==> config.mk <==
export PLATFORM = sky130hd
export DESIGN_NAME = vecu_reduce
export DESIGN_NICKNAME = d
export VERILOG_FILES = /design/src/verilog/vecu_pkg.sv /design/src/verilog/vecu_reduce.sv
export SDC_FILE = /design/constraint.sdc
export NUM_CORES = 1
export LEC_CHECK = 0
export ABC_AREA = 0
export BUFFER_PORTS_ARGS = -buffer_cell sky130_fd_sc_hd__buf_2
export CAP_MARGIN = 20
export CORE_MARGIN = 3
export CORE_UTILIZATION = 40
export CTS_BUF_LIST = sky130_fd_sc_hd__clkbuf_4 sky130_fd_sc_hd__clkbuf_8
export CTS_CLUSTER_SIZE = 25
export DETAILED_ROUTE_END_ITERATION = 10
export GPL_ROUTABILITY_DRIVEN = 0
export MAX_ROUTING_LAYER = met4
export PLACE_DENSITY = 0.66
export SLEW_MARGIN = 30
export SYNTH_ARGS = -nofsm -noshare
export SYNTH_HDL_FRONTEND = slang
export SYNTH_SLANG_ARGS = --single-unit
==> constraint.sdc <==
create_clock -name clk_i -period 9.45 [get_ports clk_i]
set_clock_uncertainty 0.2 [all_clocks]
set_input_delay 1.89 -clock clk_i [delete_from_list [all_inputs] [get_ports clk_i]]
set_output_delay 1.89 -clock clk_i [all_outputs]
set_load 0.005 [all_outputs]
==> src/verilog/vecu_pkg.sv <==
/*
 * Shared types and constants of the vecu vector coprocessor.
 * Elements are 32-bit integers and all arithmetic wraps modulo 2^32.
 * Opcode values outside vecu_op_e are illegal and get an error response.
 */
package vecu_pkg;

  //////////////////////////////////////////////////////////////////////
  // Constants
  //////////////////////////////////////////////////////////////////////

  localparam int unsigned ElemWidth    = 32;
  localparam int unsigned NrVRegs      = 8;
  localparam int unsigned VRegIdxWidth = $clog2(NrVRegs);

  //////////////////////////////////////////////////////////////////////
  // Types
  //////////////////////////////////////////////////////////////////////

  typedef logic [ElemWidth-1:0]    elem_t;
  typedef logic [VRegIdxWidth-1:0] vreg_idx_t;

  // Kept instruction set, other 4-bit codes are illegal
  typedef enum logic [3:0] {
    VSPLAT  = 4'h0,
    VIDX    = 4'h1,
    VADD    = 4'h2,
    VSUB    = 4'h3,
    VAND    = 4'h4,
    VXOR    = 4'h5,
    VREDSUM = 4'h6
  } vecu_op_e;

  // Request from the scalar core
  typedef struct packed {
    vecu_op_e  op;
    vreg_idx_t vd;
    vreg_idx_t vs1;
    vreg_idx_t vs2;
    elem_t     scalar;
  } acc_req_t;

  // Response to the scalar core
  typedef struct packed {
    elem_t result;
    logic  error;
  } acc_resp_t;

endpackage : vecu_pkg

==> src/verilog/vecu_reduce.sv <==
`timescale 1ns/1ps
/*
 * Sums the lane partial results, wrapping modulo 2^32.
 * Each lane must keep its partial stable after its done pulse.
 * Valid pulses one cycle after the last lane reports done.
 */
module vecu_reduce #(
  parameter int unsigned NrLanes = 4
) (
  input  logic                              clk_i,
  input  logic                              rst_n_i,
  input  vecu_pkg::elem_t [NrLanes-1:0]     lane_partial_i,
  input  logic            [NrLanes-1:0]     lane_done_i,
  output vecu_pkg::elem_t                   red_sum_o,
  output logic                              red_valid_o
);

  logic [NrLanes-1:0] seen_q;
  logic [NrLanes-1:0] seen;
  logic               all_done;
  vecu_pkg::elem_t    sum;

  assign seen     = seen_q | lane_done_i;
  assign all_done = (&seen) & (|lane_done_i);

  // Adder tree over all lanes
  always_comb begin
    sum = '0;
    for (int unsigned l = 0; l < NrLanes; l++) begin
      sum = sum + lane_partial_i[l];
    end
  end

  always_ff @(posedge clk_i) begin
    if (!rst_n_i) begin
      seen_q      <= '0;
      red_valid_o <= 1'b0;
    end else begin
      red_valid_o <= all_done;
      seen_q      <= all_done ? '0 : seen;
    end
  end

  always_ff @(posedge clk_i) begin
    if (all_done) red_sum_o <= sum;
  end

endmodule : vecu_reduce

==> impl_metrics.py <==
metrics = {
    "yosys": {
        "yosysWarnings": 0,
        "yosys_most_used_dff": "edfxtp_1",
        "synth_area_per_cell_sq_um": 9.14,
        "synth.distinct_cells": 57,
        "synth_edf_count": 32,
        "seq_area_frac_synth": 0.222,
        "netlist_area_sq_um": 4780,
        "async_flop_share": 0,
        "ys_ff_latch": 37,
        "syn-num-nets": 750,
        "syn_inst": 523,
    },
    "detailed_routing": {
        "dr.max_layer_used": "met4",
        "drcViolationCount": 0,
        "drt_pass1_iterations": 4,
        "wl_per_cell_um": 11.6,
        "routed_wl_um": 9620,
        "ant_nets": 0,
        "wl_met1_um": 4200,
        "dr_wl_met3_um": 519,
        "via_per_inst": 4.68,
        "drt_iter0_markers": 224,
        "route.vias.total": 3864,
        "met2WireLength_um": 4790,
    },
    "clocking": {
        "cts_tree": "built",
        "cts_buffers": 5,
        "cts_buffer_depth": 2,
        "clk_pin_slew_ns": 0.06,
        "htreeDepth": 2,
        "cts_setup_buffers": 0,
        "holdBufCountCts": 0,
        "root_buffer": "clkbuf_8",
        "postCtsResizedCells": 0,
        "cts.sinks": 37,
        "clk_latency_ns": 0.29,
    },
    "min_path": {
        "hold_path_class": "flop to flop",
        "min_from": "seen_q[0]",
        "whs_endpoint": "seen_q[0]",
        "holdPathStages": 2,
    },
    "global_routing": {
        "first_global_vias": 3931,
        "overflow": 0,
        "grt.total_usage": 0.153,
        "antenna_found_initial": 0,
        "grt_max_degree": 23,
        "grt_first_pass_wirelength_um": 16500,
    },
    "outcome": {
        "status": "finished, final reports clean",
    },
    "power_and_ir_drop": {
        "power_frac_seq": 0.240,
        "leakagePower_nw": 3.16,
        "combPwrFrac": 0.658,
        "p_sw_frac": 0.429,
        "max-vdd-ir-drop_v": 0.0000643,
        "powerDensity_nw_per_um2": 179,
        "switchingPower_uw": 445,
        "clkPwrFrac": 0.103,
        "internal-power_uw": 594,
    },
    "sta": {
        "max_freq_ghz": 0.186,
        "fin_crit_sh": 0.569,
        "setup_viol": 0,
        "setup_tns_ns": 0,
        "slew-limit-headroom": 0.680,
        "worstMarginPinSlew_ns": 0.472,
        "rsz0062_at_grt": "false",
        "hold_violations": 0,
        "maxSlewViolCount": 0,
        "period_needed_ns": 5.38,
        "holdWs_ns": 0.278,
        "setup_slack_ns": 4.07,
    },
    "critical_path": {
        "reg2regPathDepth": 5,
        "cp-start-kind": "input port",
        "path_max_fanout": 4,
        "critPathRequiredTime_ns": 9.28,
        "r2r_start": "seen_q[0]",
        "worstPathArrival_ns": 5.20,
        "worstSetupPathType": "input port to flop",
        "r2r_end": "seen_q[0]",
        "r2r_slack_ns": 7.81,
        "cp-end-kind": "flop",
    },
    "place": {
        "io_buffers": 166,
        "place_ws_ns": 3.78,
        "dp.cells": 818,
        "dpl.hpwl_um": 8640,
    },
    "finish": {
        "final_cells": 826,
        "syn2layout_area_growth_pct": 21.2,
        "n_antenna_cell": 0,
        "drive_above_1_share": 0.272,
        "nets": 909,
        "nFillCells": 1091,
    },
    "floorplanning": {
        "core-area_sq_um": 11600,
        "die_x_um": 115,
        "initial_core_util": 0.414,
        "io-pin-count": 167,
        "die_area_sq_um": 13300,
        "die_h_um": 115,
        "rows": 39,
    },
    "run": {
        "max_cap_viol_count": 0,
    },
}
==> critical path, stage by stage <==
cell and delay (ns):
buf_2 0.11, fa_1 0.56, fa_1 0.43, ha_1 0.22, fa_1 0.41, a21oi_1 0.23, o21ai_2 0.12, a21oi_2 0.26
o31ai_2 0.14, a31oi_2 0.25, nor3_1 0.07, or4b_1 0.52
==> placed cells by master, fill, tap and decap left out, types with 9 or more instances in the layout <==
cell,instances
fa_1,62
buf_2,166
ha_1,31
a21o_1,11
inv_1,177
a21oi_1,29
o21ai_0,13
nor2_1,22
edfxtp_1,32
nand3_1,9
nand4_1,11
xnor2_1,22
==> power by group through the flow <==
stage / sequential (mW) / combinational, mW / clock, mW
floorplan: 0.257 / 0.524 / 0
global placement: 0.252 / 0.674 / 0
detailed placement: 0.253 / 0.683 / 0
CTS: 0.250 / 0.687 / 0.110
global route: 0.252 / 0.779 / 0.117
finish: 0.249 / 0.683 / 0.107
==> synth_stat cells (all sizes together) (2+ instances only) <==
cell / count / share of area
clkbuf: 4 / 0.0034
a21oi: 31 / 0.036
o31ai: 3 / 0.0058
nand4: 11 / 0.014
a211oi: 5 / 0.0089
dfxtp: 5 / 0.021
xnor2: 22 / 0.040
a211o: 2 / 0.0037
nand3: 9 / 0.0094
nor2: 22 / 0.017
a41oi: 2 / 0.0037
nor2b: 4 / 0.0052
and2: 3 / 0.0039
xor2: 8 / 0.015
nand3b: 3 / 0.0047
a2111oi: 2 / 0.0052
fa: 62 / 0.26
a21o: 12 / 0.019
ha: 31 / 0.081
buf: 12 / 0.018
o21bai: 3 / 0.0047
edfxtp: 32 / 0.20
o2111ai: 5 / 0.0092
o21ai: 15 / 0.016
inv: 177 / 0.14
nor3: 2 / 0.0021
nand2b: 4 / 0.0052
and3: 2 / 0.0026
nand2: 8 / 0.0063
a31oi: 6 / 0.0092
o211a: 2 / 0.0042
==> registers in the layout, summed over array words and instances (netlist names) <==
signal and flops:
red_sum_o 32, seen_q 4, red_valid_o 1
==> through the flow <==
step	power (mW)	utilization	instance area, sq um
2_1_floorplan	0.781	-	4780
3_3_place_gp	0.926	0.494	5710
3_5_place_dp	0.936	0.494	5710
4_1_cts	1.05	0.501	5800
5_1_grt	1.15	0.501	5800
6_report	1.04	0.501	5800
==> final cells by class <==
type | count | area (sq um) | share of cell area
timing repair buffer | 168 | 846 | 0.146
clock buffer | 6 | 76.3 | 0.0132
multi-input combinational | 293 | 2960 | 0.511
inverter | 177 | 664 | 0.115
tap | 143 | 179 | 0.0309
clock inverter | 2 | 10.0 | 0.00173
sequential | 37 | 1060 | 0.183
==> logic make-up (layout without fill, tap and decap cells) <==
group | Yosys count | after routing | share of synthesized area
buffers and inverters | 193 | 353 | 0.160
flip-flops | 37 | 37 | 0.222
AND/OR/NAND/NOR | 74 | 74 | 0.0811
XOR/XNOR | 30 | 30 | 0.0549
adder cells (fa/ha/maj) | 93 | 93 | 0.341
AO/OA/AOI/OAI | 96 | 96 | 0.141
==> how the worst max path moves through the flow <==
stage	startpoint	to	slack, ns	cells after the start
2_1_floorplan	lane_done_i[2]	seen_q[0]	3.39	5
3_3_place_gp	lane_partial_i[1]	red_sum_o[29]	3.82	12
3_5_place_dp	lane_partial_i[1]	red_sum_o[29]	3.78	12
4_1_cts	lane_partial_i[1]	red_sum_o[29]	4.08	12
5_1_grt	lane_partial_i[7]	red_sum_o[26]	3.88	13
6_report	lane_partial_i[1]	red_sum_o[29]	4.07	12
==> routing by layer <==
metal,global-route usage,vias up
met2,0.265,115
li1,-,1960
met3,0.0132,8
met5,-,-
met4,0.0415,0
met1,0.194,1781
Note: power is estimated with default switching activity, not from simulation.
