--- config.mk ---
export PLATFORM = sky130hd
export DESIGN_NAME = vecu_dispatcher
export DESIGN_NICKNAME = d
export VERILOG_FILES = /design/src/verilog/vecu_pkg.sv /design/src/verilog/vecu_fifo.sv /design/src/verilog/vecu_dispatcher.sv
export SDC_FILE = /design/constraint.sdc
export NUM_CORES = 1
export LEC_CHECK = 0
export ABC_AREA = 1
export BUFFER_PORTS_ARGS = -buffer_cell sky130_fd_sc_hd__buf_2
export CAP_MARGIN = 30
export CORE_ASPECT_RATIO = 1.2
export CORE_UTILIZATION = 48
export DETAILED_ROUTE_END_ITERATION = 7
export GPL_TIMING_DRIVEN = 0
export HOLD_SLACK_MARGIN = 0.08
export PLACE_DENSITY = 0.74
export SLEW_MARGIN = 20
export SYNTH_ARGS = -nofsm -noshare
export SYNTH_HDL_FRONTEND = slang
export SYNTH_SLANG_ARGS = --single-unit
--- constraint.sdc ---
create_clock -name clk_i -period 6.6 [get_ports clk_i]
set_input_delay 1.32 -clock clk_i [delete_from_list [all_inputs] [get_ports clk_i]]
set_output_delay 1.32 -clock clk_i [all_outputs]
set_load 0.005 [all_outputs]
--- src/verilog/vecu_pkg.sv ---
/*
 * Shared types and constants of the vecu vector coprocessor.
 * Elements are 32-bit integers and all arithmetic wraps modulo 2^32.
 * Opcode values outside vecu_op_e are illegal and get an error response.
 */
package vecu_pkg;

  //////////////////////////////////////////////////////////////////////
  // Constants
  //////////////////////////////////////////////////////////////////////

  localparam int unsigned ElemWidth    = 32;
  localparam int unsigned NrVRegs      = 8;
  localparam int unsigned VRegIdxWidth = $clog2(NrVRegs);

  //////////////////////////////////////////////////////////////////////
  // Types
  //////////////////////////////////////////////////////////////////////

  typedef logic [ElemWidth-1:0]    elem_t;
  typedef logic [VRegIdxWidth-1:0] vreg_idx_t;

  // Kept instruction set, other 4-bit codes are illegal
  typedef enum logic [3:0] {
    VSPLAT  = 4'h0,
    VIDX    = 4'h1,
    VADD    = 4'h2,
    VSUB    = 4'h3,
    VAND    = 4'h4,
    VXOR    = 4'h5,
    VREDSUM = 4'h6
  } vecu_op_e;

  // Request from the scalar core
  typedef struct packed {
    vecu_op_e  op;
    vreg_idx_t vd;
    vreg_idx_t vs1;
    vreg_idx_t vs2;
    elem_t     scalar;
  } acc_req_t;

  // Response to the scalar core
  typedef struct packed {
    elem_t result;
    logic  error;
  } acc_resp_t;

endpackage : vecu_pkg

--- src/verilog/vecu_fifo.sv ---
`timescale 1ns/1ps
/*
 * Synchronous FIFO with a type parameter for its payload.
 * A push while full and a pop while empty are ignored.
 * A pushed entry shows on data_o from the next cycle.
 */
module vecu_fifo #(
  parameter type         payload_t = logic,
  parameter int unsigned Depth     = 2
) (
  input  logic     clk_i,
  input  logic     rst_n_i,
  input  logic     push_i,
  input  payload_t data_i,
  input  logic     pop_i,
  output payload_t data_o,
  output logic     empty_o,
  output logic     full_o
);

  localparam int unsigned PtrW = (Depth > 1) ? $clog2(Depth) : 1;
  localparam int unsigned CntW = $clog2(Depth + 1);

  payload_t        mem_q [Depth];
  logic [PtrW-1:0] wr_ptr_q;
  logic [PtrW-1:0] rd_ptr_q;
  logic [CntW-1:0] count_q;
  logic            do_push;
  logic            do_pop;

  // Pointer increment with wrap at Depth
  function automatic logic [PtrW-1:0] next_ptr(logic [PtrW-1:0] ptr);
    return (ptr == PtrW'(Depth - 1)) ? '0 : ptr + 1'b1;
  endfunction

  assign empty_o = (count_q == '0);
  assign full_o  = (count_q == CntW'(Depth));
  assign do_push = push_i & ~full_o;
  assign do_pop  = pop_i & ~empty_o;
  assign data_o  = mem_q[rd_ptr_q];

  always_ff @(posedge clk_i) begin
    if (!rst_n_i) begin
      wr_ptr_q <= '0;
      rd_ptr_q <= '0;
      count_q  <= '0;
    end else begin
      if (do_push) wr_ptr_q <= next_ptr(wr_ptr_q);
      if (do_pop) rd_ptr_q <= next_ptr(rd_ptr_q);
      if (do_push && !do_pop) begin
        count_q <= count_q + 1'b1;
      end else if (do_pop && !do_push) begin
        count_q <= count_q - 1'b1;
      end
    end
  end

  // Storage
  always_ff @(posedge clk_i) begin
    if (do_push) mem_q[wr_ptr_q] <= data_i;
  end

endmodule : vecu_fifo

--- src/verilog/vecu_dispatcher.sv ---
`timescale 1ns/1ps
/*
 * Core-facing side of vecu: two-entry request and response queues.
 * The sequencer pops only while idle, so gating on a free response
 * slot is enough to keep the response push from meeting a full queue.
 */
module vecu_dispatcher (
  input  logic                clk_i,
  input  logic                rst_n_i,
  // Scalar core
  input  vecu_pkg::acc_req_t  acc_req_i,
  input  logic                acc_req_valid_i,
  output logic                acc_req_ready_o,
  output vecu_pkg::acc_resp_t acc_resp_o,
  output logic                acc_resp_valid_o,
  input  logic                acc_resp_ready_i,
  // Sequencer
  output vecu_pkg::acc_req_t  vecu_req_o,
  output logic                vecu_req_valid_o,
  output logic                vecu_req_illegal_o,
  input  logic                vecu_req_ready_i,
  input  vecu_pkg::acc_resp_t vecu_resp_i,
  input  logic                vecu_resp_valid_i
);

  localparam int unsigned QueueDepth = 2;

  logic req_empty;
  logic req_full;
  logic resp_empty;
  logic resp_full;

  assign acc_req_ready_o  = ~req_full;
  assign acc_resp_valid_o = ~resp_empty;

  vecu_fifo #(
    .payload_t(vecu_pkg::acc_req_t),
    .Depth    (QueueDepth         )
  ) i_req_queue (
    .clk_i  (clk_i                            ),
    .rst_n_i(rst_n_i                          ),
    .push_i (acc_req_valid_i & acc_req_ready_o),
    .data_i (acc_req_i                        ),
    .pop_i  (vecu_req_ready_i                 ),
    .data_o (vecu_req_o                       ),
    .empty_o(req_empty                        ),
    .full_o (req_full                         )
  );

  // Hold back the next instruction until its response has a slot
  assign vecu_req_valid_o   = ~req_empty & ~resp_full;
  assign vecu_req_illegal_o = !(vecu_req_o.op inside {vecu_pkg::VSPLAT, vecu_pkg::VIDX,
                                                      vecu_pkg::VADD, vecu_pkg::VSUB,
                                                      vecu_pkg::VAND, vecu_pkg::VXOR,
                                                      vecu_pkg::VREDSUM});

  vecu_fifo #(
    .payload_t(vecu_pkg::acc_resp_t),
    .Depth    (QueueDepth          )
  ) i_resp_queue (
    .clk_i  (clk_i                              ),
    .rst_n_i(rst_n_i                            ),
    .push_i (vecu_resp_valid_i                  ),
    .data_i (vecu_resp_i                        ),
    .pop_i  (acc_resp_valid_o & acc_resp_ready_i),
    .data_o (acc_resp_o                         ),
    .empty_o(resp_empty                         ),
    .full_o (resp_full                          )
  );

endmodule : vecu_dispatcher

==> results.md <==
* Avg WL per Cell at 16.0 um
* Outcome: finished, final reports clean
* Vias in the first global route at 3,515
* Hpwl dp at 7880 um
* Crit path required time at 5.28 ns
* ANT nets after route at 0
* Via density at 4.91
* DP Cell Count at 660
* Final worst slack at 3.67 ns
* Num CTS Buffers at 17
* Htree depth at 4
* Fraction of the cycle the final worst path needs at 44.3%
* Clock Latency Late Sink at 0.41 ns
* Post-synth net total at 413
* Final Non-Filler Cells at 690
* Post-DP Area at 7340 um^2
* WS Path Type: flop to output port
* Commonest cells after routing, fill and taps aside: 166 x buf_2, 156 x edfxtp_1, 56 x mux2_2, 21 x inv_1, 20 x nand2_1
* YS warnings at 0
* Peak supply drop at 0.194 mV
* Die area at 13,300 um^2
* Setup bufs post-CTS at 0
* Initial core utilization at 49.0%
* Die Wd at 106 um
* Clock-pin slew on the worst setup and hold paths at 0.06 ns
* DRC viols at 0
* Hold Fails Final Rpt at 0
* Final wirelength at 11,000 um
* Cell variety after synth at 20
* Nets@finish at 601
* Pin count of the biggest net entering global routing at 28
* Die Y-Extent at 126 um
* IO Port Bufs at 165
* Crit end category: output port
* Worst hold path class: flop to flop
* Unrepaired setup endpoints after global routing: no
* Seq cells post-synth at 166
* Total negative setup slack at 0 ns
* Max clock buf depth at 2
* Gpl congestion at 0.709
* CTS tree: yes
* Vias at 3,390
* Power Density at 373 nW/um^2
* Leading area contributor after synthesis: edfxtp_1
* Slew Limit Headroom at 58.4%
* Syn Inst Count at 327
* Cts hold-fix bufs at 0
* Synth top area share at 75.8%
* Fin crit period at 2.93 ns
* Sink Count at 166
* Final Core Density at 62.3%
* Worst Path Arrival at 1.61 ns
* Final slew viol count at 0
* Crit start category: flop
* CP Max Fanout at 10
* # rows at 45
* Final Instance Area at 7860 um^2
* Max-cap violations at 0
* Max Clk Rate at 342 MHz
* Initial antenna violation count at 1
* Syn_area_per_cell at 18.9 um^2
* Root buf cell: clkbuf_16
* DRT Pass-1 Iters at 4
* Post-CTS sizing at 0
* Post-Syn Area at 6180 um^2
* Top post-synthesis cells by area: edfxtp_1 76%, mux2_2 10%, dfxtp_1 3.2%
* P&R area growth vs syn at 27.1%
* Io pins at 166
* Pre-CTS worst setup slack at 3.90 ns
* Grt total ovfl at 0
* Sequential area share after synthesis at 79.0%
* Initial DRC Count at 126
* Commonest non-fill, non-tap cell in the layout: buf_2
* GR Util All Layers at 17.1%
* Core area at 12,600 um^2
* Final Setup Violations at 0
* First-pass GRT wire length at 17,000 um
* Layout cell share with drive strength beyond 1 at 52.0%
* Leak pwr at 3.05 nW
* Slew @ Worst Pin at 0.623 ns
* Clock skew at 0.00740 ns
[worst max-delay path, cell delays in order, from the launching register on]
cell and delay (ns):
dfxtp_1 0.42, buf_6 0.17, buf_6 0.17, mux2_4 0.31, buf_2 0.13
[power breakdown]
part	internal (mW)	switching (mW)
logic	0.334	0.340
registers	1.33	0.0451
clock network	0.507	0.368
[path summary, 6_finish.rpt]
path	startpoint	cells past startpoint	slack, ns	endpoint
max	flop	4	3.67	vecu_req_o[5]
min	i_req_queue.rd_ptr_q$_SDFFE_PN0P_	2	0.51	flop
max reg2reg	i_req_queue.count_q[0]$_SDFFE_PN0P_	5	4.79	i_req_queue.mem_q[1][10]$_DFFE_PP_
min reg2reg	i_req_queue.rd_ptr_q$_SDFFE_PN0P_	2	0.51	flop
[cell usage after synthesis (all sizes together)]
cell type  instances
mux2              74
o21ai              9
inv               21
buf                9
nand3              3
nand4              2
nor2              16
a22oi              1
dfxtp             10
a21oi              2
ha                 2
o21a               2
nand2             20
edfxtp           156
[layout make-up]
class / count / area [um^2]
clock inverters: 11 / 87.6
fillers: 954 / 4760
flip-flops and latches: 166 / 4880
repair buffers: 169 / 921
inverters: 21 / 78.8
diodes: 1 / 2.50
well taps: 164 / 205
plain buffers: 9 / 83.8
clock buffers: 18 / 429
multi-input cells: 131 / 1160
[logic make-up (layout without fill, tap and decap cells)]
group                      after synthesis  in the layout  synth area share (%)
buffers and inverters                   30            228                  2.63
AOI/OAI and AO/OA                       14             14                  1.32
muxes                                   74             74                  14.0
other                                    0              1                     0
DFF                                    166            166                  79.0
adders and majority gates                2              2                 0.405
and+or+nand+nor                         41             41                  2.63
[state kept, by name, indices dropped and copies added (netlist names), named ones only]
name and cells:
i_req_queue.count_q 2, i_req_queue.mem_q 90, i_req_queue.rd_ptr_q 1, i_req_queue.wr_ptr_q 1, i_resp_queue.count_q 2, i_resp_queue.mem_q 66
i_resp_queue.rd_ptr_q 1, i_resp_queue.wr_ptr_q 1
[through the flow]
step / total power [mW] / hold WS, ns
after detailed placement: 2.09 / 0.501
final: 2.93 / 0.514
after CTS: 2.96 / 0.521
after floorplan: 1.79 / 0.467
after global placement: 2.03 / 0.481
after global routing: 3.06 / 0.549
[routing by layer]
| layer | share of wire, % | global-route usage [%] | vias to the layer above |
|---|---|---|---|
| li1 | - | - | 1609 |
| met1 | 37 | 18.1 | 1661 |
| met2 | 56 | 31.3 | 100 |
| met3 | 4.7 | 4.52 | 20 |
| met4 | 2.6 | 8.50 | 0 |
| met5 | 0 | 0 | - |
(Power assumes the default switching activity.)
