## config.mk

```make
export PLATFORM = sky130hd
export DESIGN_NAME = vecu_lane
export DESIGN_NICKNAME = d
export VERILOG_FILES = /design/src/verilog/vecu_pkg.sv /design/src/verilog/vecu_lane.sv
export SDC_FILE = /design/constraint.sdc
export NUM_CORES = 2
export LEC_CHECK = 0
export BUFFER_PORTS_ARGS = -buffer_cell sky130_fd_sc_hd__buf_2
export CELL_PAD_IN_SITES_DETAIL_PLACEMENT = 1
export CELL_PAD_IN_SITES_GLOBAL_PLACEMENT = 2
export CORE_MARGIN = 2
export CORE_UTILIZATION = 35
export CTS_BUF_LIST = sky130_fd_sc_hd__clkbuf_8
export CTS_CLUSTER_SIZE = 30
export DETAILED_ROUTE_END_ITERATION = 16
export PLACE_DENSITY = 0.73
export SLEW_MARGIN = 20
export SYNTH_ARGS = -nofsm -noshare
export SYNTH_HDL_FRONTEND = slang
export SYNTH_SLANG_ARGS = --single-unit
```

## constraint.sdc

```tcl
create_clock -name clk_i -period 11.6 [get_ports clk_i]
set_input_delay 1.16 -clock clk_i [delete_from_list [all_inputs] [get_ports clk_i]]
set_output_delay 1.16 -clock clk_i [all_outputs]
set_load 0.05 [all_outputs]
```

## src/verilog/vecu_pkg.sv

```systemverilog
/*
 * Shared types and constants of the vecu vector coprocessor.
 * Elements are 32-bit integers and all arithmetic wraps modulo 2^32.
 * Opcode values outside vecu_op_e are illegal and get an error response.
 */
package vecu_pkg;

  //////////////////////////////////////////////////////////////////////
  // Constants
  //////////////////////////////////////////////////////////////////////

  localparam int unsigned ElemWidth    = 32;
  localparam int unsigned NrVRegs      = 8;
  localparam int unsigned VRegIdxWidth = $clog2(NrVRegs);

  //////////////////////////////////////////////////////////////////////
  // Types
  //////////////////////////////////////////////////////////////////////

  typedef logic [ElemWidth-1:0]    elem_t;
  typedef logic [VRegIdxWidth-1:0] vreg_idx_t;

  // Kept instruction set, other 4-bit codes are illegal
  typedef enum logic [3:0] {
    VSPLAT  = 4'h0,
    VIDX    = 4'h1,
    VADD    = 4'h2,
    VSUB    = 4'h3,
    VAND    = 4'h4,
    VXOR    = 4'h5,
    VREDSUM = 4'h6
  } vecu_op_e;

  // Request from the scalar core
  typedef struct packed {
    vecu_op_e  op;
    vreg_idx_t vd;
    vreg_idx_t vs1;
    vreg_idx_t vs2;
    elem_t     scalar;
  } acc_req_t;

  // Response to the scalar core
  typedef struct packed {
    elem_t result;
    logic  error;
  } acc_resp_t;

endpackage : vecu_pkg

```

## src/verilog/vecu_lane.sv

```systemverilog
`timescale 1ns/1ps
/*
 * One lane: its slice of the register file, the ALU and a partial sum.
 * Lane L holds global elements L, L+NrLanes, L+2*NrLanes and so on.
 * Element 0 is handled in the start cycle, done follows VecLen/NrLanes
 * cycles after start. Register contents are not reset.
 */
module vecu_lane #(
  parameter  int unsigned NrLanes = 4,
  parameter  int unsigned VecLen  = 16,
  localparam int unsigned LaneIdW = (NrLanes > 1) ? $clog2(NrLanes) : 1
) (
  input  logic                clk_i,
  input  logic                rst_n_i,
  input  logic [LaneIdW-1:0]  lane_id_i,
  input  vecu_pkg::vecu_op_e  lane_op_i,
  input  vecu_pkg::vreg_idx_t lane_vd_i,
  input  vecu_pkg::vreg_idx_t lane_vs1_i,
  input  vecu_pkg::vreg_idx_t lane_vs2_i,
  input  vecu_pkg::elem_t     lane_scalar_i,
  input  logic                lane_start_i,
  output logic                lane_done_o,
  output vecu_pkg::elem_t     lane_partial_o
);

  localparam int unsigned ElemsPerLane = VecLen / NrLanes;
  localparam int unsigned IdxW         = (ElemsPerLane > 1) ? $clog2(ElemsPerLane) : 1;
  localparam int unsigned VrfDepth     = vecu_pkg::NrVRegs * ElemsPerLane;
  localparam int unsigned AddrW        = $clog2(VrfDepth);

  vecu_pkg::elem_t vrf_q [VrfDepth];
  logic            busy_q;
  logic            done_q;
  logic            active;
  logic            last;
  logic [IdxW-1:0] idx_q;
  logic [IdxW-1:0] cur_idx;
  vecu_pkg::elem_t opa;
  vecu_pkg::elem_t opb;
  vecu_pkg::elem_t result;
  vecu_pkg::elem_t elem_gidx;
  vecu_pkg::elem_t acc_q;

  // Register-major layout of the slice
  function automatic logic [AddrW-1:0] vrf_addr(vecu_pkg::vreg_idx_t vreg,
                                                logic [IdxW-1:0] idx);
    return AddrW'(vreg) * AddrW'(ElemsPerLane) + AddrW'(idx);
  endfunction

  assign active  = lane_start_i | busy_q;
  assign cur_idx = lane_start_i ? '0 : idx_q;
  assign last    = (cur_idx == IdxW'(ElemsPerLane - 1));
  assign opa     = vrf_q[vrf_addr(lane_vs1_i, cur_idx)];
  assign opb     = vrf_q[vrf_addr(lane_vs2_i, cur_idx)];

  // Index of the element within the whole vector
  assign elem_gidx = vecu_pkg::elem_t'(cur_idx) * vecu_pkg::elem_t'(NrLanes)
                   + vecu_pkg::elem_t'(lane_id_i);

  //////////////////////////////////////////////////////////////////////
  // ALU
  //////////////////////////////////////////////////////////////////////

  always_comb begin
    case (lane_op_i)
      vecu_pkg::VSPLAT: result = lane_scalar_i;
      vecu_pkg::VIDX:   result = elem_gidx;
      vecu_pkg::VADD:   result = opa + opb;
      vecu_pkg::VSUB:   result = opa - opb;
      vecu_pkg::VAND:   result = opa & opb;
      vecu_pkg::VXOR:   result = opa ^ opb;
      default:          result = opa;
    endcase
  end

  // Element stepping
  always_ff @(posedge clk_i) begin
    if (!rst_n_i) begin
      busy_q <= 1'b0;
      done_q <= 1'b0;
      idx_q  <= '0;
    end else begin
      done_q <= active & last;
      if (active) begin
        busy_q <= ~last;
        idx_q  <= cur_idx + 1'b1;
      end
    end
  end

  // Write back or accumulate
  always_ff @(posedge clk_i) begin
    if (active) begin
      if (lane_op_i == vecu_pkg::VREDSUM) begin
        acc_q <= (lane_start_i ? '0 : acc_q) + opa;
      end else begin
        vrf_q[vrf_addr(lane_vd_i, cur_idx)] <= result;
      end
    end
  end

  assign lane_done_o    = done_q;
  assign lane_partial_o = acc_q;

endmodule : vecu_lane

```

==> impl_metrics.py <==
metrics = {
    "run_status": {
        "result_of_the_run": "finished, final reports clean",
    },
    "finish": {
        "most-common-layout-cells": "edfxtp_1 (1056), nand2_1 (364), o22ai_1 (201), clkbuf_8 (179), a21oi_1 (167)",
        "final_util": 0.395,
        "post-route-cell-area_um2": 57500,
        "multi_input_area_um2": 18400,
        "mostFrequentLayoutCell": "edfxtp_1",
        "fillerInstances": 15100,
        "syn2layout_area_growth_pct": 12.0,
        "fin_nets": 4136,
        "seq_area_um2": 31800,
        "post_route_cells_drive_above_1_share": 0.162,
    },
    "sta": {
        "finalSetupViolCount": 0,
        "slew_viol_final": 0,
        "slew_headroom": 0.213,
        "unrepaired_setup_endpoints_after_global_routing": "no",
        "layout_worst_path_cycle_share": 0.713,
        "final.setup.tns_ps": 0,
        "final.min_clock_period_ps": 8270,
        "fin_worst_skew_ps": 49.9,
        "max_slew.worst_pin.slew_ps": 1170,
        "max_freq_mhz": 121,
        "hold_viol_final": 0,
    },
    "floorplanning": {
        "coreArea_um2": 146000,
        "floorplan.initialDensity": 0.352,
        "die_w_um": 387,
        "io-pin-count": 83,
        "dieArea_um2": 150000,
        "row_count": 140,
        "die_height_um": 387,
    },
    "cts": {
        "postCtsResizedCells": 0,
        "htree_num_levels": 4,
        "cts_tree": "yes",
        "post_cts.repair.setup_buffers": 0,
        "clock_sinks": 1060,
        "clock_pin_transition_on_the_worst_setup_and_hold_timing_paths_ps": 60,
        "holdBufCountCts": 0,
        "clock_insertion_delay_worst_skew_ps": 940,
        "tritoncts.num_buffers": 176,
        "number_of_buffers_on_the_longest_clock_path": 3,
        "clock-root-buffer": "clkbuf_8",
    },
    "worst_setup_path": {
        "timing.critical_path.to_type": "flop",
        "critical_path.startpoint_type": "flop",
        "critical_path.cell_chain": "buf_4, buf_4, mux2i_1, nand2_1, o221ai_1, o22ai_1, nor4_1, inv_1, nor2_1, nand3_1, o21a_1, xnor2_1, ha_1, and3_1, o2111ai_1, a2111oi_0, nor4_1, or2_2, or4_1, nand4_1, buf_4",
        "cp_data_required_time_ps": 12280,
        "critPathMostFrequentCell": "buf_4",
        "crit_path_top_delay_cell": "nor4_1",
        "rr_worst_depth": 21,
        "critPathMaxFanout": 70,
        "regToRegEndpoint": "vrf_q[29][31]",
        "worst_path_dominant_cell_family": "simple AND/OR/NAND/NOR gates",
        "critical_path_arrival_ps": 8950,
        "worst_path_largest_cell_delay_ps": 1000,
        "critical_path_buf_inv_count": 4,
        "timing_worst_setup_path_type": "reg -> reg",
        "regToRegSetupSlack_ps": 3330,
        "r2r-start": "idx_q[0]",
    },
    "drt": {
        "detail_route.wirelength_um": 196000,
        "dr.pass1.iters": 7,
        "dr_total_vias": 37500,
        "drt_iter0_markers": 4833,
        "drt-vias-per-instance": 6.21,
        "routed_wire_length_per_instance_um": 32.4,
        "ant_nets": 0,
        "drc_errors": 0,
    },
    "pwr": {
        "worst_ir_drop_vdd_mv": 0.0709,
        "netSwitchingPower_w": 0.00276,
        "part_of_the_total_power_dissipated_in_the_clock_network": 0.335,
        "power.share.sequential": 0.481,
        "power_density_nw_per_um2": 162,
        "leakagePower_nw": 19.2,
        "intPower_w": 0.00655,
        "comb_power_share": 0.184,
        "p_sw_frac": 0.296,
    },
    "job": {
        "maxCapViolations": 0,
    },
    "synth": {
        "synth-edff-count": 1056,
        "synth_area_um2": 51300,
        "yosysWarningCount": 0,
        "synth.net_count": 4024,
        "syn-mean-instance-area_um2": 13.3,
        "synth_cell_type_count": 93,
        "synth-async-reset-ratio": 0,
        "synth.yosys.seq_area_share": 0.620,
        "synth.ff_latch_count": 1060,
        "postSynthCellCount": 3869,
        "synthFlopType": "edfxtp_1",
    },
    "global_routing": {
        "gr-usage-met2": 0.402,
        "initial_antenna_violation_count": 10,
        "grt_pass1_wl_um": 275000,
        "grt_use_met3": 0.0406,
        "met1_track_usage_gr": 0.357,
        "first_global_vias": 37300,
        "grt_max_degree": 138,
        "grt.busiest_layer": "met2",
        "groute.usage.overall": 0.255,
        "globalRoute.totalOverflow": 0,
    },
    "placed_design": {
        "dp_hpwl_um": 113000,
        "cell_area_after_placement_um2": 54200,
        "routabilityCongestion": 0.913,
        "place.port_buffers": 82,
    },
    "min_path": {
        "min_from": "rst_n_i",
        "hold_depth": 2,
        "holdPathEnd": "idx_q[1]",
        "hold_path.class": "in -> reg",
    },
}
power by group through the flow:
stage | clock network [W] | registers, W | logic [W]
after floorplan | 0 | 0.00457 | 0.00108
after global placement | 0 | 0.00455 | 0.00164
after detailed placement | 0 | 0.00456 | 0.00167
after CTS | 0.00316 | 0.00448 | 0.00168
after global routing | 0.00332 | 0.00448 | 0.00183
final | 0.00312 | 0.00448 | 0.00171
worst max path at each step:
stage	from	end	slack, ps	depth (start not counted)
after CTS	idx_q[0]	vrf_q[12][20]	3330	23
after global routing	idx_q[0]	vrf_q[29][31]	2920	22
after detailed placement	lane_start_i	vrf_q[30][20]	2710	22
after global placement	lane_start_i	vrf_q[4][22]	2940	22
final	idx_q[0]	vrf_q[29][31]	3330	21
after floorplan	lane_vs2_i[0]	vrf_q[0][25]	4490	23
flip-flops by register name (all words and copies together) (netlist names):
register,cells
lane_partial_o,32
vrf_q,1024
busy_q,1
idx_q,2
lane_done_o,1
Yosys cell counts, drive strengths merged, types with 61 or more instances:
cell type     n  area share
edfxtp     1056        0.62
mux2i       163       0.032
xnor2        61       0.010
clkbuf      120      0.0088
nand2       365       0.027
ha          103       0.025
mux2         94       0.021
a21oi       168       0.016
o221ai      134       0.023
nor2        187       0.014
nor2b        71      0.0087
inv          64      0.0047
a211oi       65      0.0095
o22ai       201       0.025
buf         156       0.019
o21ai       108       0.011
layer usage:
layer,up-vias,part of all wire
met5,-,0.00029
met4,10,0.032
met3,347,0.081
met2,1837,0.46
met1,19600,0.43
li1,15700,-
cells by family (layout without fill, tap and decap cells):
kind of cell,count (synthesis),after routing,share of synthesized area
flip-flops,1060,1060,0.620
XOR/XNOR,84,84,0.0143
multiplexers,296,296,0.0696
adder cells (fa/ha/maj),105,105,0.0259
AND/OR/NAND/NOR,844,844,0.0784
other,0,3,0
AO/OA/AOI/OAI,1138,1138,0.159
buffers and inverters,342,593,0.0327
layout make-up:
| cell class | instances | area share |
|---|---|---|
| diodes | 3 | 0.000131 |
| clock buffers | 179 | 0.0429 |
| clock inverters | 138 | 0.0127 |
| inverters | 66 | 0.00470 |
| multi-input cells | 2467 | 0.319 |
| flip-flops and latches | 1060 | 0.553 |
| well taps | 1917 | 0.0417 |
| repair buffers | 210 | 0.0250 |
through the flow:
step / std cells / worst slack (ps) / total power (W) / hold slack [ps]
floorplan: 3869 / 4490 / 0.00564 / 550
global placement: 5719 / 2940 / 0.00620 / 571
detailed placement: 5719 / 2710 / 0.00623 / 570
CTS: 6036 / 3330 / 0.00932 / 460
global route: 6038 / 2920 / 0.00963 / 495
finish: 6040 / 3330 / 0.00931 / 535
Note: power is estimated with default switching activity, not from simulation.
