==> src/verilog/vecu_pkg.sv <==
/*
 * Shared types and constants of the vecu vector coprocessor.
 * Elements are 32-bit integers and all arithmetic wraps modulo 2^32.
 * Opcode values outside vecu_op_e are illegal and get an error response.
 */
package vecu_pkg;

  //////////////////////////////////////////////////////////////////////
  // Constants
  //////////////////////////////////////////////////////////////////////

  localparam int unsigned ElemWidth    = 32;
  localparam int unsigned NrVRegs      = 8;
  localparam int unsigned VRegIdxWidth = $clog2(NrVRegs);

  //////////////////////////////////////////////////////////////////////
  // Types
  //////////////////////////////////////////////////////////////////////

  typedef logic [ElemWidth-1:0]    elem_t;
  typedef logic [VRegIdxWidth-1:0] vreg_idx_t;

  // Kept instruction set, other 4-bit codes are illegal
  typedef enum logic [3:0] {
    VSPLAT  = 4'h0,
    VIDX    = 4'h1,
    VADD    = 4'h2,
    VSUB    = 4'h3,
    VAND    = 4'h4,
    VXOR    = 4'h5,
    VREDSUM = 4'h6
  } vecu_op_e;

  // Request from the scalar core
  typedef struct packed {
    vecu_op_e  op;
    vreg_idx_t vd;
    vreg_idx_t vs1;
    vreg_idx_t vs2;
    elem_t     scalar;
  } acc_req_t;

  // Response to the scalar core
  typedef struct packed {
    elem_t result;
    logic  error;
  } acc_resp_t;

endpackage : vecu_pkg

==> src/verilog/vecu_sequencer.sv <==
`timescale 1ns/1ps
/*
 * Runs one instruction at a time on all lanes.
 * The lane controls stay stable from the start pulse until the response.
 * Illegal instructions respond one cycle after the pop without a start.
 */
module vecu_sequencer #(
  parameter int unsigned NrLanes = 4
) (
  input  logic                clk_i,
  input  logic                rst_n_i,
  // Dispatcher
  input  vecu_pkg::acc_req_t  vecu_req_i,
  input  logic                vecu_req_valid_i,
  input  logic                vecu_req_illegal_i,
  output logic                vecu_req_ready_o,
  output vecu_pkg::acc_resp_t vecu_resp_o,
  output logic                vecu_resp_valid_o,
  // Lanes
  output vecu_pkg::vecu_op_e  lane_op_o,
  output vecu_pkg::vreg_idx_t lane_vd_o,
  output vecu_pkg::vreg_idx_t lane_vs1_o,
  output vecu_pkg::vreg_idx_t lane_vs2_o,
  output vecu_pkg::elem_t     lane_scalar_o,
  output logic                lane_start_o,
  input  logic [NrLanes-1:0]  lane_done_i,
  // Reduction unit
  input  vecu_pkg::elem_t     red_sum_i,
  input  logic                red_valid_i
);

  typedef enum logic [1:0] {
    Idle,
    Run,
    WaitRed,
    Respond
  } state_e;

  state_e             state_q;
  state_e             state_d;
  logic               pop;
  logic               start_q;
  logic               illegal_q;
  logic [NrLanes-1:0] done_q;
  logic               all_done;
  vecu_pkg::acc_req_t insn_q;
  vecu_pkg::elem_t    result_q;

  assign pop              = (state_q == Idle) & vecu_req_valid_i;
  assign vecu_req_ready_o = pop;
  assign all_done         = &(done_q | lane_done_i);

  //////////////////////////////////////////////////////////////////////
  // FSM
  //////////////////////////////////////////////////////////////////////

  always_comb begin
    state_d = state_q;
    case (state_q)
      Idle: begin
        if (vecu_req_valid_i) state_d = vecu_req_illegal_i ? Respond : Run;
      end
      Run: begin
        if (all_done) state_d = (insn_q.op == vecu_pkg::VREDSUM) ? WaitRed : Respond;
      end
      WaitRed: begin
        if (red_valid_i) state_d = Respond;
      end
      default: state_d = Idle;
    endcase
  end

  always_ff @(posedge clk_i) begin
    if (!rst_n_i) begin
      state_q <= Idle;
      start_q <= 1'b0;
      done_q  <= '0;
    end else begin
      state_q <= state_d;
      start_q <= pop & ~vecu_req_illegal_i;
      // Done flags collected per lane
      if (pop) begin
        done_q <= '0;
      end else if (state_q == Run) begin
        done_q <= done_q | lane_done_i;
      end
    end
  end

  // Instruction and result registers
  always_ff @(posedge clk_i) begin
    if (pop) begin
      insn_q    <= vecu_req_i;
      illegal_q <= vecu_req_illegal_i;
      result_q  <= '0;
    end else if (state_q == WaitRed && red_valid_i) begin
      result_q <= red_sum_i;
    end
  end

  //////////////////////////////////////////////////////////////////////
  // Outputs
  //////////////////////////////////////////////////////////////////////

  assign lane_op_o     = insn_q.op;
  assign lane_vd_o     = insn_q.vd;
  assign lane_vs1_o    = insn_q.vs1;
  assign lane_vs2_o    = insn_q.vs2;
  assign lane_scalar_o = insn_q.scalar;
  assign lane_start_o  = start_q;

  assign vecu_resp_valid_o  = (state_q == Respond);
  assign vecu_resp_o.result = result_q;
  assign vecu_resp_o.error  = illegal_q;

endmodule : vecu_sequencer

==> config.mk <==
export PLATFORM = sky130hd
export DESIGN_NAME = vecu_sequencer
export DESIGN_NICKNAME = d
export VERILOG_FILES = /design/src/verilog/vecu_pkg.sv /design/src/verilog/vecu_sequencer.sv
export SDC_FILE = /design/constraint.sdc
export NUM_CORES = 1
export LEC_CHECK = 0
export ABC_AREA = 1
export BUFFER_PORTS_ARGS = -buffer_cell sky130_fd_sc_hd__buf_2
export CORE_AREA = 3 3 86 88
export CTS_CLUSTER_SIZE = 20
export DETAILED_ROUTE_END_ITERATION = 8
export DIE_AREA = 0 0 89 91
export GPL_TIMING_DRIVEN = 0
export PLACE_DENSITY = 0.83
export SLEW_MARGIN = 10
export SYNTH_ARGS = -nofsm -noshare
export SYNTH_HDL_FRONTEND = slang
export SYNTH_SLANG_ARGS = --single-unit
==> constraint.sdc <==
create_clock -name clk_i -period 2.72 [get_ports clk_i]
set_clock_uncertainty 0.15 [all_clocks]
set_input_delay 0.544 -clock clk_i [delete_from_list [all_inputs] [get_ports clk_i]]
set_output_delay 0.544 -clock clk_i [all_outputs]
set_load 0.005 [all_outputs]
==> tab_implementation.tex, run 1 <==
\begin{tabular}{lr}
\hline
Metric & Value \\
\hline
\multicolumn{2}{l}{\textbf{Critical path}} \\
Data arrival time of the critical path & 1810 ps \\
Nature of the critical path startpoint & flop \\
Maximum fanout count along the critical path & 22 \\
Reg-to-Reg End & lane\_scalar\_o[30] \\
Highest-delay cell along the critical path & sky130\_fd\_sc\_hd\_\_dfxtp\_1 \\
Reg-to-Reg Start & state\_q[0] \\
Minimum setup slack among reg-to-reg paths & 930 ps \\
Launch point of the critical path & state\_q[0] \\
CP Buf/Inv Count & 4 \\
CP top delay family & buffers and inverters \\
Req. time, crit path & 2030 ps \\
Worst reg2reg path depth & 5 \\
WS Path Type & flop to primary output \\
Crit-path max cell delay & 400 ps \\
Crit path cell chain & inv\_1 -> ha\_1 -> nand2\_1 -> inv\_2 -> buf\_12 -> buf\_2 \\
Stages on the worst setup path & 6 \\
Setup crit end & vecu\_req\_ready\_o \\
Setup crit end kind & primary output \\
\multicolumn{2}{l}{\textbf{Cells and area}} \\
\# diodes & 0 \\
Layout Nets & 513 \\
Util after Layout & 61.1\% \\
Commonest cells after routing, fill and taps aside & sky130\_fd\_sc\_hd\_\_buf\_2 (170), sky130\_fd\_sc\_hd\_\_nor2\_1 (81), sky130\_fd\_sc\_hd\_\_edfxtp\_1 (46), sky130\_fd\_sc\_hd\_\_dfxtp\_1 (39), sky130\_fd\_sc\_hd\_\_o21ai\_0 (28) \\
Most common cell after layout, fill and taps aside & sky130\_fd\_sc\_hd\_\_buf\_2 \\
Cell area after layout & 0.00411 mm\^{}2 \\
Synth-to-layout area growth & 42.3\% \\
Fraction of layout cells with a size suffix above 1 & 46.2\% \\
\multicolumn{2}{l}{\textbf{Power}} \\
Power density cells & 1060 mW/mm\^{}2 \\
Peak ir drop on the vdd network & 406 uV \\
Overall power consumption & 0.00435 W \\
Leakage & 1.94 nW \\
\multicolumn{2}{l}{\textbf{STA}} \\
Worst slew margin & 82.5\% \\
Final Max Slew Viols & 0 \\
Period utilization & 92.1\% \\
Setup repair after global routing missed its margin & false \\
Max Freq & 399 MHz \\
Worst hold-check slack & 217 ps \\
Finish-stage setup viols & 0 \\
Final total negative setup slack & 0 ps \\
Worst Tran Pin Value & 262 ps \\
Shortest clock period the worst path allows after layout & 2500 ps \\
Final hold viol count & 0 \\
\multicolumn{2}{l}{\textbf{Worst hold path}} \\
Worst Hold Path Cells & 1 \\
Class of the tightest hold or removal check & input port to flop \\
\multicolumn{2}{l}{\textbf{Flow run}} \\
Max capacitance violation total & 0 \\
\multicolumn{2}{l}{\textbf{Drt}} \\
Via count & 2340 \\
DRC viols & 0 \\
Average wire per cell in the routed design & 14.0 um \\
Via-to-Cell Ratio & 4.62 \\
Sum of routed wire length over all layers & 7.07 mm \\
ANT nets after route & 0 \\
Violation count after the first detailed-route iteration & 62 \\
1st-pass router iterations & 4 \\
\multicolumn{2}{l}{\textbf{Yosys}} \\
Gate count after technology mapping & 243 \\
Fraction of the yosys area taken by sequential cells & 75.0\% \\
Top cell type's share of synthesized area & 47.9\% \\
Library cells used by synthesis & 16 \\
Area of the mapped netlist & 0.00288 mm\^{}2 \\
Mean cell area of the mapped netlist & 11.9 um\^{}2 \\
Yosys warnings & 0 \\
Yosys top cell by area & sky130\_fd\_sc\_hd\_\_edfxtp\_1 \\
Yosys reg bits & 85 \\
Leading post-synthesis cells by cell area & sky130\_fd\_sc\_hd\_\_edfxtp\_1 (48\%), sky130\_fd\_sc\_hd\_\_dfxtp\_1 (27\%), sky130\_fd\_sc\_hd\_\_nor2\_1 (11\%) \\
Post-Synthesis Net Count & 334 \\
\multicolumn{2}{l}{\textbf{Clocking}} \\
Maximum count of clock buffers along a single path & 2 \\
CTS Root Buffer Type & sky130\_fd\_sc\_hd\_\_clkbuf\_8 \\
TritonCTS clock tree & yes \\
Clock-pin slew of the registers on the worst-case setup and hold paths & 90 ps \\
Cts bufs inserted & 9 \\
H-tree depth reported by CTS & 3 \\
Clk sinks & 85 \\
Post\_cts resized & 0 \\
Later-pin clock latency in the skew report & 340 ps \\
Hold-fix buffer count after cts & 0 \\
\multicolumn{2}{l}{\textbf{Floorplanning}} \\
DIE HEIGHT & 91 um \\
Die outline width & 89 um \\
Floorplan core area & 0.00672 mm\^{}2 \\
\# IOs & 167 \\
Std cell rows & 30 \\
Die area & 0.00810 mm\^{}2 \\
Effective utilization at floorplan & 42.9\% \\
\multicolumn{2}{l}{\textbf{Global route}} \\
Antenna violations before repair & 0 \\
Total routing usage reported by global routing & 17.0\% \\
Pin count of the biggest net entering global routing & 44 \\
Global-route wire length before repair & 10.4 mm \\
Number of global-route vias before repair & 2175 \\
Remaining global-route overflow & 0 \\
\multicolumn{2}{l}{\textbf{Placement}} \\
Final weighted congestion of routability-driven global placement & 0.803 \\
Placed cell area & 0.00383 mm\^{}2 \\
Number of I/O port buffers & 166 \\
Dpl hpwl & 5.44 mm \\
\multicolumn{2}{l}{\textbf{Outcome}} \\
Status & complete, no violations \\
\hline
\end{tabular}
-- Yosys cell counts --
library cell	instances
sky130_fd_sc_hd__nor2_1	81
sky130_fd_sc_hd__edfxtp_1	46
sky130_fd_sc_hd__dfxtp_1	39
sky130_fd_sc_hd__o21ai_0	28
sky130_fd_sc_hd__nand2_1	11
sky130_fd_sc_hd__inv_1	8
sky130_fd_sc_hd__a21oi_1	6
sky130_fd_sc_hd__ha_1	5
sky130_fd_sc_hd__o21ai_1	5
sky130_fd_sc_hd__buf_2	4
sky130_fd_sc_hd__buf_4	3
sky130_fd_sc_hd__clkbuf_2	2
sky130_fd_sc_hd__nand2_2	2
sky130_fd_sc_hd__buf_6	1
sky130_fd_sc_hd__inv_4	1
sky130_fd_sc_hd__o22ai_1	1
-- how the worst min path moves through the flow --
stage / from / endpoint / slack (ps)
final: vecu_req_i[1] / lane_scalar_o[1] / 220
after global placement: done_q[2] / done_q[2] / 300
after floorplan: done_q[0] / done_q[0] / 290
after global routing: vecu_req_i[18] / lane_scalar_o[18] / 190
after CTS: vecu_req_i[6] / lane_scalar_o[6] / 200
after detailed placement: done_q[0] / done_q[0] / 310
-- kinds of logic after synthesis --
group,share of synthesized area [%]
fa+ha+maj,2.17
flops,75.0
simple gates,12.4
buf+inv,3.47
compound gates,6.98
-- power breakdown --
part	switching (W)	internal [W]	leakage (nW)	total (W)
clock network	0.000429	0.000635	0.123	0.00106
logic	0.000689	0.000597	1.06	0.00129
registers	0.000169	0.00183	0.755	0.00200
-- metrics by stage --
| stage | worst slack (ps) | cells |
|---|---|---|
| 2_1_floorplan | 335 | 243 |
| 3_3_place_gp | -395 | 489 |
| 3_5_place_dp | 552 | 490 |
| 4_1_cts | 166 | 505 |
| 5_1_grt | 42.2 | 506 |
| 6_report | 216 | 506 |
-- flip-flops by register name (all words and copies together) (netlist names) --
name	count
lane_op_o	4
result_q	32
state_q	2
lane_scalar_o	32
lane_vd_o	3
done_q	4
illegal_q	1
lane_start_o	1
lane_vs2_o	3
lane_vs1_o	3
-- layout make-up --
type | instances | area (um^2)
clock inverter | 5 | 108
timing repair buffer | 168 | 876
buffer | 10 | 63.8
sequential | 85 | 2160
inverter | 9 | 36.3
multi-input combinational | 139 | 622
clock buffer | 10 | 138
fill | 533 | 2610
tap | 80 | 100
-- routing by layer --
| metal | vias up | part of all wire, % | GRT usage [%] |
|---|---|---|---|
| met5 | - | 0 | 0 |
| met4 | 0 | 1.3 | 5.96 |
| met3 | 8 | 11 | 7.08 |
| met2 | 113 | 51 | 30.5 |
| met1 | 1060 | 36 | 17.1 |
| li1 | 1159 | - | - |
-- what timing repair did --
item,4_1_cts,5_1_grt
endpoints found under the setup margin,0,1
buffers inserted,0,0
hold endpoints to repair,0,0
No activity file was read; power rests on OpenSTA's default activity.
==> inputs of run 2 (changes only) <==
- ABC_AREA: 1 -> not set
- CAP_MARGIN: not set -> 10
- CORE_AREA: 3 3 86 88 -> 3 3 89 91
- DIE_AREA: 0 0 89 91 -> 0 0 92 94
- GPL_TIMING_DRIVEN: 0 -> not set
- PLACE_DENSITY: 0.83 -> 0.82
==> run 2 against run 1 <==
Die area up 6.8%. Fmax increased by 0.72%. Largest cell class unchanged. Design area rose by 1.7%. Flip-flop and latch count unchanged. Clock power down 19%. Utilization is 3.2 points lower. Via count down 2.6%. Global-route usage shrank 1.0 points. First-iteration DRC count shrank 13%. Setup slack gained 18 ps. Cell count down 0.79%. Sequential share of layout area down 0.87 points.
==> tab_implementation.tex, run 2 <==
\begin{tabular}{lr}
\hline
Metric & Value \\
\hline
\multicolumn{2}{l}{\textbf{Power}} \\
Sequential group share of total power & 49.9\% \\
Power share of the clock group & 23.2\% \\
Power density cells & 883 mW/mm\^{}2 \\
Net switching component of the power & 0.00110 W \\
Internal power & 0.00258 W \\
Leakage & 1.80 nW \\
Peak ir drop on the vdd network & 457 uV \\
Gate power share & 26.9\% \\
Fraction of power spent switching nets & 29.9\% \\
\multicolumn{2}{l}{\textbf{Global route}} \\
Met1 demand-to-capacity share in global routing & 17.5\% \\
Met2 Resource Use GR & 29.0\% \\
Number of global-route vias before repair & 2320 \\
Pin count of the biggest net entering global routing & 35 \\
Total routing usage reported by global routing & 16.0\% \\
Remaining global-route overflow & 0 \\
Global-route track usage on met3 & 5.13\% \\
Antenna violations before repair & 0 \\
Global-route wire length before repair & 10.8 mm \\
Highest-utilization routing layer at the global route stage & met2 \\
\multicolumn{2}{l}{\textbf{Drt}} \\
Average wire per cell in the routed design & 13.7 um \\
Violation count after the first detailed-route iteration & 54 \\
1st-pass router iterations & 4 \\
Via-to-Cell Ratio & 4.54 \\
DRC viols & 0 \\
ANT nets after route & 0 \\
Via count & 2278 \\
Sum of routed wire length over all layers & 6.88 mm \\
\multicolumn{2}{l}{\textbf{Yosys}} \\
Yosys reg bits & 85 \\
Count leader, synth & sky130\_fd\_sc\_hd\_\_edfxtp\_1 \\
Leading post-synthesis cells by cell area & sky130\_fd\_sc\_hd\_\_edfxtp\_1 (44\%), sky130\_fd\_sc\_hd\_\_dfxtp\_1 (25\%), sky130\_fd\_sc\_hd\_\_a21oi\_2 (8.5\%) \\
Post-Synthesis Net Count & 320 \\
Gate count after technology mapping & 229 \\
Fraction of the yosys area taken by sequential cells & 69.5\% \\
Top cell type's share of synthesized area & 44.4\% \\
Mean cell area of the mapped netlist & 13.6 um\^{}2 \\
Yosys top cell by area & sky130\_fd\_sc\_hd\_\_edfxtp\_1 \\
Number of enable-type register cells in the synthesized netlist & 46 \\
Async set-or-reset flop fraction in the synthesized netlist & 0\% \\
Area of the mapped netlist & 0.00311 mm\^{}2 \\
Library cells used by synthesis & 23 \\
Yosys warnings & 0 \\
Predominant post-synthesis flop cell & sky130\_fd\_sc\_hd\_\_edfxtp\_1 \\
Leading cell types by count after synthesis & sky130\_fd\_sc\_hd\_\_edfxtp\_1 (46), sky130\_fd\_sc\_hd\_\_nand2\_1 (40), sky130\_fd\_sc\_hd\_\_dfxtp\_1 (39), sky130\_fd\_sc\_hd\_\_a21oi\_2 (30), sky130\_fd\_sc\_hd\_\_nand2\_2 (30) \\
\multicolumn{2}{l}{\textbf{Clocking}} \\
Post\_cts resized & 0 \\
Later-pin clock latency in the skew report & 330 ps \\
Buffers inserted by post-CTS timing repair & 0 \\
Hold-fix buffer count after cts & 0 \\
Maximum count of clock buffers along a single path & 2 \\
Cts bufs inserted & 9 \\
TritonCTS clock tree & yes \\
Clock-pin slew of the registers on the worst-case setup and hold paths & 90 ps \\
H-tree depth reported by CTS & 3 \\
Clk sinks & 85 \\
CTS Root Buffer Type & sky130\_fd\_sc\_hd\_\_clkbuf\_8 \\
\multicolumn{2}{l}{\textbf{STA}} \\
Final Max Slew Viols & 0 \\
Shortest clock period the worst path allows after layout & 2490 ps \\
Setup repair after global routing missed its margin & false \\
Final total negative setup slack & 0 ps \\
Period utilization & 91.4\% \\
Max Freq & 402 MHz \\
Final hold viol count & 0 \\
Worst Slack Setup Final & 233 ps \\
Finish-stage setup viols & 0 \\
Worst slew margin & 65.1\% \\
Worst Tran Pin Value & 523 ps \\
\multicolumn{2}{l}{\textbf{Worst hold path}} \\
Min-Delay Startpoint & vecu\_req\_i[38] \\
Class of the tightest hold or removal check & input port to flop \\
\multicolumn{2}{l}{\textbf{Outcome}} \\
Status & complete, no violations \\
\multicolumn{2}{l}{\textbf{Floorplanning}} \\
Die area & 0.00865 mm\^{}2 \\
\# IOs & 167 \\
Std cell rows & 31 \\
DIE HEIGHT & 94 um \\
Effective utilization at floorplan & 43.1\% \\
Floorplan core area & 0.00721 mm\^{}2 \\
Die outline width & 92 um \\
\multicolumn{2}{l}{\textbf{Critical path}} \\
Req. time, crit path & 2030 ps \\
Launch point of the critical path & state\_q[0] \\
Setup crit end kind & primary output \\
Maximum fanout count along the critical path & 20 \\
Nature of the critical path startpoint & flop \\
Data arrival time of the critical path & 1790 ps \\
Reg-to-Reg Start & state\_q[0] \\
WS Path Type & flop to primary output \\
\multicolumn{2}{l}{\textbf{Placement}} \\
Worst slack, placed & 565 ps \\
Final weighted congestion of routability-driven global placement & 0.796 \\
Dpl hpwl & 5.32 mm \\
Number of I/O port buffers & 166 \\
\multicolumn{2}{l}{\textbf{Flow run}} \\
Max capacitance violation total & 0 \\
\multicolumn{2}{l}{\textbf{Cells and area}} \\
Commonest cells after routing, fill and taps aside & sky130\_fd\_sc\_hd\_\_buf\_2 (166), sky130\_fd\_sc\_hd\_\_edfxtp\_1 (46), sky130\_fd\_sc\_hd\_\_nand2\_1 (40), sky130\_fd\_sc\_hd\_\_dfxtp\_1 (39) \\
\# diodes & 0 \\
Synth-to-layout area growth & 34.2\% \\
Sequential cell area & 0.00216 mm\^{}2 \\
Layout Nets & 489 \\
Number of fill cells in the layout & 618 \\
Multi-input gate area in the final layout & 807 um\^{}2 \\
Most common cell after layout, fill and taps aside & sky130\_fd\_sc\_hd\_\_buf\_2 \\
Fraction of layout cells with a size suffix above 1 & 60.8\% \\
\hline
\end{tabular}
run 2: cell count changes in the layout (fill, tap and decap cells not counted), sizes merged, moves of 4 or more:
cell	change
buf	-6
o21ai	-32
nor2	-77
nand2	+57
a21oi	+30
inv	-4
run 2: per-layer routing:
metal,part of all wire (%),routed length [um],up-vias
li1,-,-,1117
met1,38,2640,1053
met2,52,3600,101
met3,8.3,573,7
met4,0.96,66,0
met5,0,0,-
run 2: logic make-up (layout without fill, tap and decap cells):
family / count (synthesis) / count (layout) / synth area share (%)
AOI/OAI and AO/OA: 43 / 43 / 11.3
adders and majority gates: 5 / 5 / 2.01
buffers and inverters: 17 / 191 / 4.51
DFF: 85 / 85 / 69.5
muxes: 2 / 2 / 0.644
and+or+nand+nor: 77 / 77 / 12.0
run 2: area by class of cell:
type / instances / area share, %
repair buffers: 169 / 20.7
well taps: 99 / 2.97
inverters: 6 / 0.570
clock inverters: 5 / 1.44
flip-flops and latches: 85 / 51.8
multi-input cells: 127 / 19.3
clock buffers: 11 / 3.15
run 2: worst paths after layout:
path / endpoint / slack [ps] / cells after the start
min reg2reg: result_q[31] / 310 / 2
min: lane_vd_o[0] / 220 / 1
max reg2reg: lane_op_o[3] / 700 / 5
max: vecu_req_ready_o / 230 / 5
run 2: critical path, cell delays in order, from the launching register on:
cell                       delay [ps]
sky130_fd_sc_hd__dfxtp_1          420
sky130_fd_sc_hd__inv_1             90
sky130_fd_sc_hd__ha_1             250
sky130_fd_sc_hd__nand2_1          130
sky130_fd_sc_hd__clkinv_2         310
sky130_fd_sc_hd__buf_2            260
run 2: power groups by stage:
stage	clock network (W)	logic [W]	registers, W
final	0.000854	0.000992	0.00184
after global placement	0	0.000987	0.00186
after detailed placement	0	0.00101	0.00187
after global routing	0.000945	0.00110	0.00188
after floorplan	0	0.000527	0.00191
after CTS	0.000881	0.00102	0.00185
run 2: stage by stage:
stage	hold slack, ps	util [%]	cell area, um^2	total power, W	cells
floorplan	287	-	3110	0.00244	229
global placement	290	55.2	3980	0.00284	486
detailed placement	295	55.2	3980	0.00289	486
CTS	202	57.9	4170	0.00374	502
global route	191	57.9	4170	0.00392	502
finish	224	57.9	4170	0.00369	502
